`config.mk`:
```
export PLATFORM = sky130hd
export DESIGN_NAME = usb_pkt_rx
export DESIGN_NICKNAME = d
export VERILOG_FILES = /design/src/usb_rx_pkg.sv /design/src/usb_pkt_rx.sv /design/src/usb_crc_check.sv /design/src/usb_pkt_decoder.sv /design/src/usb_bit_unstuff.sv /design/src/usb_line_sampler.sv
export VERILOG_INCLUDE_DIRS = /design/src /design/src/src
export SDC_FILE = /design/constraint.sdc
export NUM_CORES = 1
export LEC_CHECK = 0
export BUFFER_PORTS_ARGS = -buffer_cell sky130_fd_sc_hd__buf_4
export CAP_MARGIN = 20
export CORE_MARGIN = 10
export CORE_UTILIZATION = 45
export DETAILED_ROUTE_END_ITERATION = 8
export GPL_ROUTABILITY_DRIVEN = 1
export PLACE_DENSITY = 0.66
export SYNTH_ARGS = -nofsm -noshare
export SYNTH_HDL_FRONTEND = slang
export SYNTH_SLANG_ARGS = --single-unit
export TNS_END_PERCENT = 1
```
`constraint.sdc`:
```
create_clock -name i_clk_48MHz -period 4.5 [get_ports i_clk_48MHz]
set_input_delay 0 -clock i_clk_48MHz [delete_from_list [all_inputs] [get_ports i_clk_48MHz]]
set_output_delay 0 -clock i_clk_48MHz [all_outputs]
set_load 0.005 [all_outputs]
```
`src/usb_rx_defs.svh`:
```
`ifndef USB_RX_DEFS_SVH
`define USB_RX_DEFS_SVH

// Largest data payload in bytes, wMaxPacketSize.
`define USB_MAX_PKT 8

// Run of ones after which the transmitter inserts a zero.
`define USB_NRZI_MAX_ONES 6

// CRC5 register after a token with a good CRC.
`define USB_CRC5_RESIDUAL 5'b01100

// CRC16 register after a data packet with a good CRC.
`define USB_CRC16_RESIDUAL 16'h800D

`endif
```
`src/usb_rx_pkg.sv`:
```
`include "usb_rx_defs.svh"

package usb_rx_pkg;

  // Line state as {D+, D-}, full speed polarity.
  typedef enum logic [1:0] {
    LINE_SE0 = 2'b00,
    LINE_K   = 2'b01,
    LINE_J   = 2'b10
  } line_e;

  // PID codes as sent in the low nibble.
  typedef enum logic [3:0] {
    PID_OUT   = 4'b0001,
    PID_IN    = 4'b1001,
    PID_SOF   = 4'b0101,
    PID_SETUP = 4'b1101,
    PID_DATA0 = 4'b0011,
    PID_DATA1 = 4'b1011,
    PID_ACK   = 4'b0010,
    PID_NAK   = 4'b1010,
    PID_STALL = 4'b1110,
    PID_PRE   = 4'b1100
  } pid_e;

  // Coding group, taken from the low two PID bits.
  typedef enum logic [1:0] {
    PGRP_SPECIAL   = 2'b00,
    PGRP_TOKEN     = 2'b01,
    PGRP_HANDSHAKE = 2'b10,
    PGRP_DATA      = 2'b11
  } pid_group_e;

  // One decoded bit, qualified by a single cycle strobe.
  typedef struct packed {
    logic valid;
    logic value;
  } rx_bit_t;

  // Packet framing from the line sampler.
  typedef struct packed {
    logic in_flight;
    logic sop;
    logic eop;
  } rx_frame_t;

  typedef struct packed {
    pid_e pid;
    logic pid_ok;
    logic token_ok;
    logic data_ok;
  } rx_status_t;

  typedef struct packed {
    logic [6:0] addr;
    logic [3:0] endp;
  } token_t;

  // Payload buffer, byte 0 in the low lane.
  typedef logic [`USB_MAX_PKT-1:0][7:0] data_t;

  // Byte count wide enough for payload plus PID and CRC bytes.
  typedef logic [$clog2(`USB_MAX_PKT):0] nbytes_t;

endpackage

```
`src/usb_pkt_rx.sv`:
```
module usb_pkt_rx
  import usb_rx_pkg::*;
(
  input  logic       i_clk_48MHz,
  input  logic       i_arst_n,
  input  logic       i_dp,
  input  logic       i_dn,
  output logic       o_strobe_12MHz,
  output rx_frame_t  o_frame,
  output rx_status_t o_status,
  output token_t     o_token,
  output data_t      o_data,
  output nbytes_t    o_data_nbytes
);

  logic        sample;
  line_e [2:0] line_hist;
  rx_frame_t   frame;
  rx_bit_t     rx_bit;
  pid_e        pid;
  logic        pid_ok;
  logic        past_pid;
  logic        token_ok;
  logic        data_ok;

  // Pins to framing and sampled line states.
  usb_line_sampler u_line_sampler (
    .i_clk_48MHz    (i_clk_48MHz),
    .i_arst_n       (i_arst_n),
    .i_dp           (i_dp),
    .i_dn           (i_dn),
    .o_strobe_12MHz (o_strobe_12MHz),
    .o_sample       (sample),
    .o_line_hist    (line_hist),
    .o_frame        (frame)
  );

  // NRZI decode, stuffed bits dropped.
  usb_bit_unstuff u_bit_unstuff (
    .i_clk_48MHz (i_clk_48MHz),
    .i_arst_n    (i_arst_n),
    .i_sample    (sample),
    .i_line_hist (line_hist),
    .i_frame     (frame),
    .o_bit       (rx_bit)
  );

  usb_pkt_decoder u_pkt_decoder (
    .i_clk_48MHz   (i_clk_48MHz),
    .i_arst_n      (i_arst_n),
    .i_bit         (rx_bit),
    .i_frame       (frame),
    .o_pid         (pid),
    .o_pid_ok      (pid_ok),
    .o_past_pid    (past_pid),
    .o_token       (o_token),
    .o_data        (o_data),
    .o_data_nbytes (o_data_nbytes)
  );

  usb_crc_check u_crc_check (
    .i_clk_48MHz (i_clk_48MHz),
    .i_arst_n    (i_arst_n),
    .i_bit       (rx_bit),
    .i_frame     (frame),
    .i_past_pid  (past_pid),
    .o_token_ok  (token_ok),
    .o_data_ok   (data_ok)
  );

  assign o_frame  = frame;
  // Check results only mean something for the matching PID group.
  assign o_status = '{pid: pid, pid_ok: pid_ok, token_ok: token_ok, data_ok: data_ok};

endmodule

```
`src/usb_crc_check.sv`:
```
`include "usb_rx_defs.svh"

module usb_crc_check
  import usb_rx_pkg::*;
(
  input  logic      i_clk_48MHz,
  input  logic      i_arst_n,
  input  rx_bit_t   i_bit,
  input  rx_frame_t i_frame,
  input  logic      i_past_pid,
  output logic      o_token_ok,
  output logic      o_data_ok
);

  // Feedback taps without the implicit top term.
  localparam logic [4:0]  CRC5_POLY  = 5'b00101;
  localparam logic [15:0] CRC16_POLY = 16'h8005;

  logic [4:0]  crc5_q;
  logic [15:0] crc16_q;
  logic        crc5_fb;
  logic        crc16_fb;
  logic        crc_en;

  // The PID has its own check, so the CRCs start on the next bit.
  assign crc_en = i_bit.valid && i_past_pid;

  assign crc5_fb  = crc5_q[4] ^ i_bit.value;
  assign crc16_fb = crc16_q[15] ^ i_bit.value;

  // Token CRC, x^5 + x^2 + 1.
  always_ff @(posedge i_clk_48MHz or negedge i_arst_n) begin
    if (!i_arst_n) begin
      crc5_q <= '1;
    end else if (i_frame.sop) begin
      crc5_q <= '1;
    end else if (crc_en) begin
      crc5_q <= {crc5_q[3:0], 1'b0} ^ (crc5_fb ? CRC5_POLY : 5'd0);
    end
  end

  // Data CRC, x^16 + x^15 + x^2 + 1.
  always_ff @(posedge i_clk_48MHz or negedge i_arst_n) begin
    if (!i_arst_n) begin
      crc16_q <= '1;
    end else if (i_frame.sop) begin
      crc16_q <= '1;
    end else if (crc_en) begin
      crc16_q <= {crc16_q[14:0], 1'b0} ^ (crc16_fb ? CRC16_POLY : 16'd0);
    end
  end

  // Running the received CRC through leaves a fixed residual.
  assign o_token_ok = (crc5_q == `USB_CRC5_RESIDUAL);
  assign o_data_ok  = (crc16_q == `USB_CRC16_RESIDUAL);

endmodule

```
`src/usb_pkt_decoder.sv`:
```
`include "usb_rx_defs.svh"

module usb_pkt_decoder
  import usb_rx_pkg::*;
(
  input  logic      i_clk_48MHz,
  input  logic      i_arst_n,
  input  rx_bit_t   i_bit,
  input  rx_frame_t i_frame,
  output pid_e      o_pid,
  output logic      o_pid_ok,
  output logic      o_past_pid,
  output token_t    o_token,
  output data_t     o_data,
  output nbytes_t   o_data_nbytes
);

  logic [2:0] bit_cnt_q;
  nbytes_t    byte_cnt_q;
  logic [7:0] shift_q;
  logic [7:0] shift_d;
  logic       byte_done;
  logic       take_pid;
  pid_e       pid_q;
  logic       pid_ok_q;
  pid_group_e pid_group;
  logic       is_data;
  logic [7:0] tok0_q;
  logic [2:0] tok1_q;
  nbytes_t    data_idx_q;
  logic       data_start;
  logic       store_byte;
  data_t      data_q;

  // Bits arrive LSB first, so shift in from the top.
  assign shift_d   = {i_bit.value, shift_q[7:1]};
  assign byte_done = i_bit.valid && (bit_cnt_q == 3'd7);

  always_ff @(posedge i_clk_48MHz) begin
    if (i_bit.valid) begin
      shift_q <= shift_d;
    end
  end

  always_ff @(posedge i_clk_48MHz or negedge i_arst_n) begin
    if (!i_arst_n) begin
      bit_cnt_q  <= '0;
      byte_cnt_q <= '0;
    end else if (i_frame.sop) begin
      bit_cnt_q  <= '0;
      byte_cnt_q <= '0;
    end else begin
      if (i_bit.valid) begin
        bit_cnt_q <= bit_cnt_q + 3'd1;
      end
      // Saturates so a babbling packet never looks like a new PID.
      if (byte_done && (byte_cnt_q != '1)) begin
        byte_cnt_q <= byte_cnt_q + 1'b1;
      end
    end
  end

  assign o_past_pid = (byte_cnt_q != '0);

  // Byte 0 is the PID, upper nibble must be its complement.
  assign take_pid = byte_done && (byte_cnt_q == '0);

  always_ff @(posedge i_clk_48MHz) begin
    if (take_pid) begin
      pid_q <= pid_e'(shift_d[3:0]);
    end
  end

  always_ff @(posedge i_clk_48MHz or negedge i_arst_n) begin
    if (!i_arst_n) begin
      pid_ok_q <= 1'b0;
    end else if (i_frame.sop) begin
      pid_ok_q <= 1'b0;
    end else if (take_pid) begin
      pid_ok_q <= (~shift_d[7:4] == shift_d[3:0]);
    end
  end

  assign pid_group = pid_group_e'(pid_q[1:0]);
  assign is_data   = (pid_group == PGRP_DATA);

  // Token fields: ADDR[6:0] and ENDP[0] in byte 1, ENDP[3:1] in byte 2.
  always_ff @(posedge i_clk_48MHz) begin
    if (byte_done && (pid_group == PGRP_TOKEN)) begin
      if (byte_cnt_q == nbytes_t'(1)) begin
        tok0_q <= shift_d;
      end
      if (byte_cnt_q == nbytes_t'(2)) begin
        tok1_q <= shift_d[2:0];
      end
    end
  end

  // Data index restarts as soon as a data PID is seen.
  assign data_start = take_pid && (pid_group_e'(shift_d[1:0]) == PGRP_DATA);
  assign store_byte = byte_done && is_data && !take_pid;

  always_ff @(posedge i_clk_48MHz or negedge i_arst_n) begin
    if (!i_arst_n) begin
      data_idx_q <= '0;
    end else if (data_start) begin
      data_idx_q <= '0;
    end else if (store_byte) begin
      data_idx_q <= data_idx_q + 1'b1;
    end
  end

  // CRC bytes may land in unused lanes.
  always_ff @(posedge i_clk_48MHz) begin
    for (int b = 0; b < `USB_MAX_PKT; b++) begin
      if (store_byte && (data_idx_q == nbytes_t'(b))) begin
        data_q[b] <= shift_d;
      end
    end
  end

  assign o_pid         = pid_q;
  assign o_pid_ok      = pid_ok_q;
  assign o_token       = '{addr: tok0_q[6:0], endp: {tok1_q, tok0_q[7]}};
  assign o_data        = data_q;
  // Count excludes the two CRC16 bytes.
  assign o_data_nbytes = data_idx_q - nbytes_t'(2);

  // Payload plus CRC16 must fit the buffer.
  a_data_idx_max : assert property (@(posedge i_clk_48MHz) disable iff (!i_arst_n)
    data_idx_q <= nbytes_t'(`USB_MAX_PKT + 2));

endmodule

```
`src/usb_bit_unstuff.sv`:
```
`include "usb_rx_defs.svh"

module usb_bit_unstuff
  import usb_rx_pkg::*;
(
  input  logic        i_clk_48MHz,
  input  logic        i_arst_n,
  input  logic        i_sample,
  input  line_e [2:0] i_line_hist,
  input  rx_frame_t   i_frame,
  output rx_bit_t     o_bit
);

  logic [`USB_NRZI_MAX_ONES-1:0] ones_q;
  logic                          jk_pair;
  logic                          din;
  logic                          stuffed;

  function automatic logic is_jk(line_e state);
    return (state == LINE_J) || (state == LINE_K);
  endfunction

  // Only a J/K to J/K pair carries a bit, SE0 never does.
  assign jk_pair = is_jk(i_line_hist[1]) && is_jk(i_line_hist[0]);

  // NRZI: a held level is a one, a toggle is a zero.
  assign din = (i_line_hist[1] == i_line_hist[0]);

  // Shift register of recent bits, all ones means the next bit is stuffed.
  always_ff @(posedge i_clk_48MHz or negedge i_arst_n) begin
    if (!i_arst_n) begin
      ones_q <= '0;
    end else if (i_sample) begin
      if (i_frame.sop) begin
        ones_q <= '0;
      end else if (jk_pair && i_frame.in_flight) begin
        // The stuffed zero enters too, which restarts the run.
        ones_q <= {ones_q[`USB_NRZI_MAX_ONES-2:0], din};
      end
    end
  end

  assign stuffed = &ones_q;

  assign o_bit.valid = i_sample && jk_pair && i_frame.in_flight && !stuffed;
  assign o_bit.value = din;

endmodule

```
`src/usb_line_sampler.sv`:
```
module usb_line_sampler
  import usb_rx_pkg::*;
(
  input  logic        i_clk_48MHz,
  input  logic        i_arst_n,
  input  logic        i_dp,
  input  logic        i_dn,
  output logic        o_strobe_12MHz,
  output logic        o_sample,
  output line_e [2:0] o_line_hist,
  output rx_frame_t   o_frame
);

  line_e       sync1_q;
  line_e       sync2_q;
  line_e       line_q;
  logic        line_edge;
  logic [1:0]  bit_phase_q;
  logic        sample;
  line_e [2:0] hist_q;
  logic        in_flight_q;
  logic        sop;
  logic        eop_seen;
  logic        eop_q;

  // Two flop synchronizer on the pin pair, then one more stage for edge detection.
  always_ff @(posedge i_clk_48MHz or negedge i_arst_n) begin
    if (!i_arst_n) begin
      sync1_q <= LINE_J;
      sync2_q <= LINE_J;
      line_q  <= LINE_J;
    end else begin
      sync1_q <= line_e'({i_dp, i_dn});
      sync2_q <= sync1_q;
      line_q  <= sync2_q;
    end
  end

  // Any change of line state realigns the bit phase.
  assign line_edge = (sync2_q != line_q);

  always_ff @(posedge i_clk_48MHz or negedge i_arst_n) begin
    if (!i_arst_n) begin
      bit_phase_q <= 2'd0;
    end else if (line_edge) begin
      bit_phase_q <= 2'd0;
    end else begin
      bit_phase_q <= bit_phase_q + 2'd1;
    end
  end

  // Phase 1 lands near the middle of the four cycle bit cell.
  assign sample         = (bit_phase_q == 2'd1);
  assign o_sample       = sample;
  assign o_strobe_12MHz = (bit_phase_q == 2'd2);

  // Last three sampled states, element 0 is the newest.
  always_ff @(posedge i_clk_48MHz or negedge i_arst_n) begin
    if (!i_arst_n) begin
      hist_q[2] <= LINE_J;
      hist_q[1] <= LINE_J;
      hist_q[0] <= LINE_J;
    end else if (sample) begin
      hist_q[2] <= hist_q[1];
      hist_q[1] <= hist_q[0];
      hist_q[0] <= line_q;
    end
  end

  assign o_line_hist = hist_q;

  // End of SYNC is J then K K.
  assign sop = sample && !in_flight_q &&
               (hist_q[2] == LINE_J) && (hist_q[1] == LINE_K) && (hist_q[0] == LINE_K);

  // Two SE0 samples close the packet.
  assign eop_seen = in_flight_q && (hist_q[1] == LINE_SE0) && (hist_q[0] == LINE_SE0);

  always_ff @(posedge i_clk_48MHz or negedge i_arst_n) begin
    if (!i_arst_n) begin
      in_flight_q <= 1'b0;
      eop_q       <= 1'b0;
    end else begin
      // Flopped so downstream logic sees a clean pulse.
      eop_q <= sample && eop_seen;
      if (sample) begin
        if (sop) begin
          in_flight_q <= 1'b1;
        end else if (eop_seen) begin
          in_flight_q <= 1'b0;
        end
      end
    end
  end

  assign o_frame = '{in_flight: in_flight_q, sop: sop, eop: eop_q};

  // Packet start and end are a bit cell apart at least.
  a_sop_eop_excl : assert property (@(posedge i_clk_48MHz) disable iff (!i_arst_n)
    !(sop && eop_q));

endmodule

```
==> summary.md <==
| Metric | Value |
|---|---|
| Pwr dens | 494 nW/um^2 |
| Setup crit start kind | flop |
| Static leakage | 2.84 nW |
| Worst setup path startpoint | u_line_sampler.o_line_hist[1] |
| Register Area | 3990 sq um |
| Worst flop-to-flop path endpoint | u_pkt_decoder.o_data[53] |
| Fin crit share | 0.700 |
| Final Skew | around 0.01 ns |
| Outcome | finished, final reports clean |
| Worst Hold Class | input port to asynchronous set/reset pin |
| Clock Tree Buf Depth | 2 |
| Routed wire per std cell | ~18 um |
| Share of layout cells above drive strength 1 | 0.325 |
| Worst vdd ir | 0.288 mV |
| Row cnt | 40 |
| Ys flop type | edfxtp_1 |
| Initial Utilization | 0.458 |
| Core area | 12000 sq um |
| Post-synth ARST share | 0.390 |
| R2R Path Start | u_line_sampler.o_line_hist[1] |
| Die H | between 100 and 150 um |
| Via Count | 3316 |
| Final hold vios | 0 |
| Worst EP arrival | 3.23 ns |
| Pin count of the biggest net entering global routing | 56 |
| Seq/Total Area, Yosys | 0.726 |
| Most common cell after layout, fill and taps aside | buf_4 |
| Final worst slack | 1.35 ns |
| Die area | around 17000 sq um |
| Max Clk Rate | approximately 0.32 GHz |
| Worst setup path endpoint | u_pkt_decoder.o_data[53] |
| Final worst path period need | 3.15 ns |
| Multi-input logic area | 1340 sq um |
| Avg Cell Area, Syn | 14.4 sq um |
| Post-DP HPWL | 7.67 mm |
| Vias in the first global route | 3293 |
| First drt pass iteration count | 4 |
| Final slew viol count | 0 |
| Filler cell count | 956 |
| Port Buffers | 93 |
| Final setup vio count | 0 |
| Flops & latches, synth | ~140 |
| First-pass GRT wire length | 17.8 mm |
| Clk_lat worst skew | 0.42 ns |
| Depth of the CTS H-tree | 4 |
| Rel. slew slack | 0.415 |
| DRT iter0 DRCs | 223 |
| RSZ-0062 raised after global routing | false |
| Total track usage | 0.135 |
| Average via count per standard cell | ~5.2 |
| CTS root buf | clkbuf_16 |
| Synth Net Count | 403 |
| Sink Count | roughly 140 |
| Cells after Synth | between 300 and 400 |
| TritonCTS Buffers | 17 |
| Antenna violations before repair | 0 |
| Actual slew at the worst max-slew pin | around 0.87 ns |
| Pre-CTS setup slack | 1.35 ns |
| Placed cell areas | between 6000 and 7000 sq um |
| Number of flops mapped to enable cells by yosys | 86 |
| CP required | approximately 4.6 ns |
| Most frequent cells in the layout | buf_4, edfxtp_1, nand2_1 |
| Final Wtd Congestion | 0.823 |
| Worst r2r path cells | 6 |
| Synth-to-layout area growth | 26.7% |
| DRT Wirelength | approximately 11 mm |
| YS warnings | 0 |
| Crit. End Element | flop |
| # Post-CTS Setup Buffers | 0 |
| Post-route DRC | 0 |
| Reg clk slew, reported paths | 0.06 ns |
| Setup TNS | 0 ns |
| Num ports | 94 |
| Nets | approximately 500 |
| Overflow after GRT | 0 |
| Die Span X | 131 um |
| Max FO, Critical Path | 13 |
| CTS tree | done |
| Power, Total | 0.00344 W |
| Remaining antenna violation count | 0 |
| Maximum capacitance violations | 0 |
| Synthesized area | 5500 sq um |
| R2r setup slk | 1.35 ns |
| Worst setup path class | flop to flop |
| Post-route cell area | 6960 sq um |
| Inserted Diodes | 0 |
| Count of cell types in the netlist | 44 |
[synthesized netlist by cell type (all sizes together), types with 3 or more instances]
master	count	area, sq um
clkbuf	4	15.0
and4b	3	30.0
nor3	8	40.0
dfrtp	28	701
dfstp	27	709
and4	3	26.3
nand3	7	47.6
and3	5	36.3
xnor2	9	78.8
and2	8	50.1
buf	16	98.8
nand4	3	18.8
nor2	8	30.0
nor4	4	31.3
inv	14	52.6
edfxtp	86	2580
ha	18	225
xor2	4	35.0
a21oi	11	55.1
o21ai	37	185
nand2	52	195
[sequential cells by signal, summed over array words and instances (netlist names)]
name	cells
u_pkt_decoder.tok1_q	3
u_pkt_decoder.tok0_q	8
u_line_sampler.in_flight_q	1
u_pkt_decoder.byte_cnt_q	4
u_bit_unstuff.ones_q	6
u_pkt_decoder.o_data	64
u_line_sampler.eop_q	1
u_crc_check.crc5_q	5
u_pkt_decoder.bit_cnt_q	3
u_pkt_decoder.o_pid	4
u_pkt_decoder.data_idx_q	4
u_line_sampler.bit_phase_q	2
u_pkt_decoder.shift_q	7
u_pkt_decoder.o_pid_ok	1
u_line_sampler.o_line_hist	6
u_crc_check.crc16_q	16
u_line_sampler.sync1_q	2
u_line_sampler.line_q	2
u_line_sampler.sync2_q	2
[final cells by class]
class                           count  share of cell area
Clock inverter                     15              0.0286
Multi-Input combinational cell    206               0.192
Clock buffer                       17              0.0611
Sequential cell                   141               0.574
Timing Repair Buffer               99               0.111
Tap cell                          147              0.0264
Inverter                           14             0.00755
[timing repair]
item                                   in CTS  in global routing
gates resized for setup                     0                  0
endpoints found under the hold margin      30                  0
hold buffers                                3                  0
[worst min path at each step]
stage / startpoint / to / slack [ns]
2_1_floorplan: i_arst_n / u_bit_unstuff.ones_q[0] / -0.30
3_3_place_gp: i_arst_n / u_pkt_decoder.bit_cnt_q[1] / 0.09
3_5_place_dp: i_arst_n / u_pkt_decoder.bit_cnt_q[0] / 0.1
4_1_cts: i_arst_n / u_pkt_decoder.data_idx_q[1] / 0.19
5_1_grt: i_dp / u_line_sampler.sync1_q[1] / 0.22
6_report: i_arst_n / u_pkt_decoder.bit_cnt_q[0] / 0.17
[power by group]
| group | switching (W) | internal [W] |
|---|---|---|
| registers | 0.0000904 | 0.00154 |
| clock network | 0.000568 | 0.000893 |
| logic | 0.000180 | 0.000164 |
| total | 0.000838 | 0.00260 |
[cells by family (layout without fill, tap and decap cells)]
logic type,count (synthesis),after routing,synth area share
buffers and inverters,34,145,0.0303
AND/OR/NAND/NOR,108,108,0.103
AO/OA/AOI/OAI,61,61,0.0631
adder cells (fa/ha/maj),18,18,0.0410
XOR/XNOR,15,15,0.0289
multiplexers,4,4,0.00774
flip-flops,141,141,0.726
[per-stage QoR]
step | std cells | utilization | hold slack [ns]
finish | 639 | 0.580 | 0.171
global route | 639 | 0.580 | 0.219
CTS | 639 | 0.580 | 0.185
detailed placement | 604 | 0.525 | 0.0999
global placement | 603 | 0.523 | 0.0867
floorplan | 381 | - | -0.296
[worst max-delay path, cell delays in order, from the launching register on]
cell and delay, ns:
dfstp_2 0.57, inv_1 0.09, ha_1 0.31, and4_1 0.42, o211ai_1 0.43, nor4_1 0.57, and2_1 0.42
[layer usage]
metal,vias to the layer above,global-route usage,wire length (um)
met2,104,0.205,5250
met5,-,0,0
met4,0,0.0582,113
li1,1558,-,-
met1,1644,0.173,5170
met3,10,0.0455,814
Power figures use the tool's default switching activity.
